**src/icache_pkg.sv**
```systemverilog
// instruction cache shared definitions
// geometry constants, fill opcodes and the fill payload word

package icache_pkg;

  parameter int ADDR_WIDTH = 32;
  parameter int INSTR_WIDTH = 32;

  // associativity is fixed by the 4-way LRU tree
  parameter int WAYS = 4;
  parameter int WAY_WIDTH = 2;

  parameter int WORDS_PER_BLOCK = 4;
  parameter int BLOCK_WIDTH = WORDS_PER_BLOCK * INSTR_WIDTH;
  parameter int OFFSET_WIDTH = 4;
  parameter int LRU_WIDTH = WAYS - 1;

  typedef enum logic [1:0] {
    FILL_SET_TAG    = 2'd0,
    FILL_WRITE_DATA = 2'd1,
    FILL_INVALIDATE = 2'd2
  } fill_op_e;

  // tag view keeps a full address, the tag array slices off its tag bits
  typedef struct packed {
    logic [BLOCK_WIDTH-ADDR_WIDTH-1:0] pad;
    logic [ADDR_WIDTH-1:0]             tag_addr;
  } fill_tag_s;

  // block view has word 0 in the low bits
  typedef union packed {
    logic [BLOCK_WIDTH-1:0] data;
    fill_tag_s              tag;
  } fill_payload_u;

endpackage

```
**src/icache_fetch_ctrl.sv**
```systemverilog
// icache fetch control
// pipeline valids, hit word select, pseudo-LRU, miss request and tracker

module icache_fetch_ctrl #(
  parameter int NUM_SETS = 64,
  localparam int INDEX_WIDTH = $clog2(NUM_SETS)
) (
  input  logic                              clk_i,
  input  logic                              reset_i,
  input  logic                              fetch_v_i,
  input  logic [icache_pkg::ADDR_WIDTH-1:0] fetch_addr_i,
  input  logic                              fill_v_i,
  input  logic                              fill_done_i,
  input  logic                              hit_i,
  input  logic [icache_pkg::WAY_WIDTH-1:0]  hit_way_i,
  input  logic [icache_pkg::WAYS-1:0]       valid_ways_i,
  input  logic [icache_pkg::WORDS_PER_BLOCK-1:0][icache_pkg::INSTR_WIDTH-1:0] bank_words_i,
  output logic                              lookup_v_o,
  output logic                              fill_we_o,
  output logic                              fetch_ready_o,
  output logic [icache_pkg::INSTR_WIDTH-1:0] data_o,
  output logic                              data_v_o,
  output logic                              miss_req_v_o,
  output logic [icache_pkg::ADDR_WIDTH-1:0] miss_req_addr_o,
  output logic [icache_pkg::WAY_WIDTH-1:0]  miss_req_way_o,
  output logic                              miss_o
);

  logic                               v_tl_r;
  logic                               v_tv_r;
  logic [icache_pkg::ADDR_WIDTH-1:0]  addr_tl_r;
  logic [icache_pkg::ADDR_WIDTH-1:0]  addr_tv_r;
  logic                               miss_r;
  logic [NUM_SETS-1:0][icache_pkg::LRU_WIDTH-1:0] lru_r;

  logic [INDEX_WIDTH-1:0]             index_tv;
  logic [icache_pkg::WAY_WIDTH-1:0]   word_tv;
  logic [icache_pkg::LRU_WIDTH-1:0]   lru_tv;
  logic [icache_pkg::LRU_WIDTH-1:0]   lru_next;
  logic [icache_pkg::WAY_WIDTH-1:0]   lru_victim;
  logic [icache_pkg::WAY_WIDTH-1:0]   invalid_way;
  logic                               invalid_found;

  // fetch wins over fill
  assign fetch_ready_o = ~miss_req_v_o & ~miss_r;
  assign lookup_v_o = fetch_v_i & fetch_ready_o;
  assign fill_we_o = fill_v_i & ~lookup_v_o;

  always_ff @(posedge clk_i) begin
    if (reset_i) begin
      v_tl_r <= 1'b0;
      v_tv_r <= 1'b0;
    end else begin
      v_tl_r <= lookup_v_o;
      // the fetch right behind a miss is dropped
      v_tv_r <= v_tl_r & ~miss_req_v_o;
    end
  end

  always_ff @(posedge clk_i) begin
    if (lookup_v_o) begin
      addr_tl_r <= fetch_addr_i;
    end
    if (v_tl_r) begin
      addr_tv_r <= addr_tl_r;
    end
  end

  assign index_tv = addr_tv_r[icache_pkg::OFFSET_WIDTH +: INDEX_WIDTH];
  assign word_tv = addr_tv_r[icache_pkg::OFFSET_WIDTH-1 -: icache_pkg::WAY_WIDTH];

  assign data_v_o = v_tv_r & hit_i;
  assign data_o = bank_words_i[hit_way_i ^ word_tv];

  assign miss_req_v_o = v_tv_r & ~hit_i;
  assign miss_req_addr_o = {addr_tv_r[icache_pkg::ADDR_WIDTH-1:icache_pkg::OFFSET_WIDTH],
                            icache_pkg::OFFSET_WIDTH'(0)};
  assign miss_req_way_o = invalid_found ? invalid_way : lru_victim;

  always_comb begin
    invalid_found = 1'b0;
    invalid_way = '0;
    for (int w = icache_pkg::WAYS - 1; w >= 0; w--) begin
      if (!valid_ways_i[w]) begin
        invalid_found = 1'b1;
        invalid_way = icache_pkg::WAY_WIDTH'(w);
      end
    end
  end

  // tree walk, bit 0 picks the half
  assign lru_tv = lru_r[index_tv];
  always_comb begin
    if (!lru_tv[0]) begin
      lru_victim = lru_tv[1] ? 2'd1 : 2'd0;
    end else begin
      lru_victim = lru_tv[2] ? 2'd3 : 2'd2;
    end
  end

  // point the tree away from the way just hit
  always_comb begin
    lru_next = lru_tv;
    lru_next[0] = ~hit_way_i[1];
    if (!hit_way_i[1]) begin
      lru_next[1] = (hit_way_i == 2'd0);
    end else begin
      lru_next[2] = (hit_way_i == 2'd2);
    end
  end

  always_ff @(posedge clk_i) begin
    if (reset_i) begin
      lru_r <= '0;
    end else if (data_v_o) begin
      lru_r[index_tv] <= lru_next;
    end
  end

  // miss tracker
  always_ff @(posedge clk_i) begin
    if (reset_i) begin
      miss_r <= 1'b0;
    end else if (miss_req_v_o) begin
      miss_r <= 1'b1;
    end else if (fill_done_i) begin
      miss_r <= 1'b0;
    end
  end

  assign miss_o = miss_r;

endmodule

```
**config.mk**
```make
export PLATFORM = sky130hd
export DESIGN_NAME = icache_fetch_ctrl
export DESIGN_NICKNAME = d
export VERILOG_FILES = /design/src/icache_pkg.sv /design/src/icache_fetch_ctrl.sv
export SDC_FILE = /design/constraint.sdc
export NUM_CORES = 1
export LEC_CHECK = 0
export ABC_AREA = 1
export BUFFER_PORTS_ARGS = -buffer_cell sky130_fd_sc_hd__buf_2
export CELL_PAD_IN_SITES_DETAIL_PLACEMENT = 0
export CELL_PAD_IN_SITES_GLOBAL_PLACEMENT = 1
export CORE_MARGIN = 2
export CORE_UTILIZATION = 43
export DETAILED_ROUTE_END_ITERATION = 8
export GPL_TIMING_DRIVEN = 0
export PLACE_DENSITY = 0.89
export SYNTH_ARGS = -nofsm -noshare
export SYNTH_HDL_FRONTEND = slang
export SYNTH_SLANG_ARGS = --single-unit
```
**constraint.sdc**
```tcl
create_clock -name clk_i -period 5.05 [get_ports clk_i]
set_input_delay 0.2525 -clock clk_i [delete_from_list [all_inputs] [get_ports clk_i]]
set_output_delay 0.2525 -clock clk_i [all_outputs]
set_load 0.05 [all_outputs]
```
# Word-level counts from Yosys, hierarchy flattened
# Index checks and enable logic that the tools add are counted.
# word_totals
input_bits,172
reg_bits,259
out_inout_bits,72
word_cells,111
# classes
n_eq_ne,1
reduce_logical,3
muxes,23
bitwise,12
n_lt_le_gt_ge,3
# ops
op,count
$bwmux 192,1
$bmux 32 s2,1
$mux 32,1
$bmux 3 s6,1
$demux 3 s6,1
$mux 2,6
$mux 1,10
$lt 6x7->1 const B,1
$and 1x1->1,6
$ge 6x1->1 const B,1
$mux 3,2
$not 1->1,5
$lt 2x3->1 const B,1
$eq 2x2->1 const B,1
$logic_not 2->1,1
$reduce_bool 2->1,1
$xor 2x2->2,1
$logic_and 1x1->1,1

# Logic depth before layout (Yosys ltp)
# depth
word_depth,7
depth_mapped,19
mapped_depth_nobuf,15

# Worst setup path after synthesis
# OpenSTA, ideal clock, no wires.
# synth_path
path_kind,register -> register
from,register v_tv_r
to,register addr_tl_r[10] (netlist bit) (enable)
setup_ns,0.399
t_arrival_ns,2.421
required_ns,4.651
synth_period_minus_slack_ns,2.820
setup_slack_ns,2.230
path_buffers,0
path_stages_with_launch,6
cell_sequence,dfxtp_1 -> inv_1 -> nor2_1 -> nor2_1 -> nand2_1 -> inv_1
# synth_via
elab_chain_len,4
# synth_rtl
item,line,source
from (decl),icache_fetch_ctrl.sv:30,logic v_tv_r;
from (signal assigned),icache_fetch_ctrl.sv:56,v_tv_r <= v_tl_r & ~miss_req_v_o;
$and 1x1->1,icache_fetch_ctrl.sv:75,assign miss_req_v_o = v_tv_r & ~hit_i;
net miss_req_v_o,icache_fetch_ctrl.sv:23,"output logic miss_req_v_o,"
$not 1->1,icache_fetch_ctrl.sv:45,assign fetch_ready_o = ~miss_req_v_o & ~miss_r;
$and 1x1->1,icache_fetch_ctrl.sv:45,
net fetch_ready_o,icache_fetch_ctrl.sv:20,"output logic fetch_ready_o,"
$and 1x1->1,icache_fetch_ctrl.sv:46,assign lookup_v_o = fetch_v_i & fetch_ready_o;
net lookup_v_o,icache_fetch_ctrl.sv:18,"output logic lookup_v_o,"
to (signal assigned),icache_fetch_ctrl.sv:62,addr_tl_r <= fetch_addr_i;
to (decl),icache_fetch_ctrl.sv:31,logic [icache_pkg::ADDR_WIDTH-1:0] addr_tl_r;
# The timed path passes the listed nets, and every way through them passes these cells.
# A chain may end at the register's enable or synchronous reset.

# Worst setup path after layout
# layout_path
from,register addr_tv_r[4] (netlist bit)
to,output miss_req_way_o[0] (netlist bit)
# layout_via
elab_chain_len,5
word_cells_on_any_way,6
cone_classes,mux: 6
# layout_rtl
item,line,source
from (decl),icache_fetch_ctrl.sv:32,logic [icache_pkg::ADDR_WIDTH-1:0] addr_tv_r;
from (signal assigned),icache_fetch_ctrl.sv:65,addr_tv_r <= addr_tl_r;
$bmux 3 s6 *,icache_fetch_ctrl.sv:92,assign lru_tv = lru_r[index_tv];
$mux 3 (not written as such) *,icache_fetch_ctrl.sv:92,
"$mux 1, on equally long branches","icache_fetch_ctrl.sv:95, icache_fetch_ctrl.sv:97",
$mux 2 *,icache_fetch_ctrl.sv:94,if (!lru_tv[0]) begin
$mux 2 *,icache_fetch_ctrl.sv:78,assign miss_req_way_o = invalid_found ? invalid_way : lru_victim;
to (decl),icache_fetch_ctrl.sv:25,"output logic [icache_pkg::WAY_WIDTH-1:0] miss_req_way_o,"
# Mark *: on every way between the ends. The rest lies on a longest branch, timed or not. The select of a mux whose other input is x is not followed.

==> run metrics <==
status=completed; crit share post-route=71.4%; cells along the critical path=buf_4, buf_4, clkbuf_1, nand2_1, nand2_1, nand2_1, nand2_1, nand2_1, nand2_1, nand2_1, nand2_1, inv_1, nand2_1, nor2_1, nand2_1, nand3_1, nand2_1, buf_2; area of the core=27,800 um^2; Clock Pin Slew Worst Setup and Hold Paths=60 ps; GRT overflow=0; first-iteration detailed-routing DRC count=1,058; WP data required=4800 ps; Slew HR=19.2%; PortBufs=237; CP endpoint kind=output port; die area=29,500 um^2; clock skew=11.2 ps; Final Wtd Congestion=0.885; RSZ-0062 raised after global routing=no; drt pass-1 iters=5; TritonCTS buffer count=26; CP most frequent cell=nand2_1; die height=172 um; Worst Setup Slack, final=1440 ps; worst slack, placed=2070 ps; Startpoint Class=flop; H-tree levels=1; Die W=172 um; number of global-route vias before repair=11.2k; clk root buf=clkbuf_16; DRC viols=0; syn_area_per_cell=7.53 um^2; CTS Buffer Depth=3; worst min-delay path class=in2reg; Hold Fails Final Rpt=0; CTS tree=yes; leakage=6.59 nW; ANT cells=0; fin. max-slew vios=0; DRT antenna net count=0; clk sinks=255; CP Class=reg2out; Worst-Skew Late Latency=530 ps; worst-margin pin slew=1210 ps; initial antenna violation count=2; total number of vias=12.3k; setup_tns=0 ps; slowest cell on the critical path=clkbuf_1; Post-Syn Instances=1,610; DR vias/cell=5.31; Detailed Route WL=42,700 um; power per cell area=328 nW/um^2; synth warn=0; post-synth top area share=32.2%; IO Count=244; Initial Util=43.6%; total power draw=4.94 mW; gr usage total=27.6%; # rows=61; min cycle time layout=3610 ps; sequential area share after synthesis=47.1%; Cell variety after synth=37; Critical Path AT=3350 ps; largest net degree at the start of global routing=32; highest clock rate=277 MHz; Max Cap Viol=0; CP max FO=10; Synth Register Bits=255; Synth area leaders=dfxtp_1 (32%), nand2_1 (15%), edfxtp_1 (15%); routed len/inst=18.5 um; dpl hpwl=29,000 um; share of cells above drive strength 1=22.7%; final setup fails=0; VDD IR max=0.307 mV; first-pass GRT wire length=62,700 um; Synth-to-Final Area Change=24.3%; nets=2,082; Yosys top cell by area=dfxtp_1; Crit path largest cell delay=750 ps; mapped cell area=12,100 um^2
cell usage after synthesis:
library cell	number
or2_0	1
nand2_2	1
o21a_1	1
inv_2	7
nor3_2	1
o211ai_1	7
o21ai_0	259
nor2_1	158
edfxtp_1	60
nand3_4	1
nand3_1	11
nor3_1	7
and2_1	1
buf_4	37
buf_8	6
or2_1	5
dfxtp_1	195
nand2_8	1
a31oi_1	1
or2_2	1
a21oi_2	60
clkinv_1	3
o22ai_1	32
buf_6	5
nor2_4	1
nand4_2	2
conb_1	1
o21ai_1	7
nor2_2	3
nand3_2	3
nand2_1	486
buf_2	29
buf_1	3
inv_1	34
a21oi_1	132
clkbuf_1	47
xnor2_1	1
layer usage:
layer  global-route usage [%]  share of wire (%)  vias to the layer above
met1                     38.4                 43                     5739
li1                         -                  -                     5946
met3                     3.73                8.1                       80
met5                        0              0.052                        -
met4                     7.56                2.5                        4
met2                     45.1                 47                      496
stage by stage:
| stage | std cells | hold WS (ps) | instance area (um^2) | util (%) |
|---|---|---|---|---|
| 3_5_place_dp | 2228 | 405 | 13800 | 49.6 |
| 6_report | 2308 | 10.6 | 15100 | 54.2 |
| 5_1_grt | 2308 | 40.3 | 15100 | 54.2 |
| 2_1_floorplan | 1613 | 325 | 12100 | - |
| 3_3_place_gp | 2228 | 401 | 13800 | 49.6 |
| 4_1_cts | 2308 | 1.13 | 15100 | 54.2 |
where the power goes:
group / internal [mW] / switching (mW) / total [mW]
registers: 2.12 / 0.0167 / 2.14
logic: 0.192 / 0.484 / 0.676
clock network: 1.29 / 0.832 / 2.12
total: 3.61 / 1.33 / 4.94
critical path, delay by kind of cell, from the launching register on:
family                 cells  cell delay (ps)
buffers and inverters      5             1430
flip-flops                 1              340
AND/OR/NAND/NOR           13             1040
placed cells by master (no fill, tap or decap), drive strengths merged:
cell type / count
nand2: 488
and2: 1
a21oi: 192
dlygate4sd3: 32
xnor2: 1
clkinvlp: 2
buf: 317
inv: 42
nor3: 8
a31oi: 1
conb: 4
o21a: 1
bufinv: 5
clkinv: 9
clkbuf: 81
o211ai: 7
dfxtp: 195
o21ai: 266
nand4: 2
nand3: 15
o22ai: 32
edfxtp: 60
nor2: 162
or2: 7
sequential cells by signal, indices dropped and copies added (netlist names):
register   count
miss_o         1
lru_r        192
addr_tl_r     30
addr_tv_r     30
v_tl_r         1
v_tv_r         1
path summary, 6_finish.rpt:
check / startpoint / to / slack (ps) / depth (start not counted)
max: addr_tv_r[4] / miss_req_way_o[0] / 1440 / 18
min: fetch_v_i / v_tl_r / 10 / 3
max reg2reg: addr_tv_r[5] / lru_r[171] / 2190 / 6
min reg2reg: addr_tl_r[4] / addr_tv_r[4] / 410 / 0
area by class of cell:
cell class	instances	area, um^2
buffer	127	757
clock buffer	34	742
clock inverter	14	206
fill	2732	12700
inverter	44	165
multi-input combinational	1187	5500
sequential	255	5710
tap	378	473
timing repair buffer	269	1510
cells by family after synthesis:
family          count (synthesis)  synth area share, %
other cells                     1               0.0309
flops                         255                 47.1
compound gates                499                 23.0
simple gates                  683                 22.2
buf+inv                       171                 7.61
xor+xnor                        1               0.0723
timing repair:
item                                   4_1_cts  5_1_grt
hold buffers                                32        0
resized for setup                            0        0
buffers inserted                             0        0
endpoints found under the hold margin       32        0
Note: power is estimated with default switching activity, not from simulation.
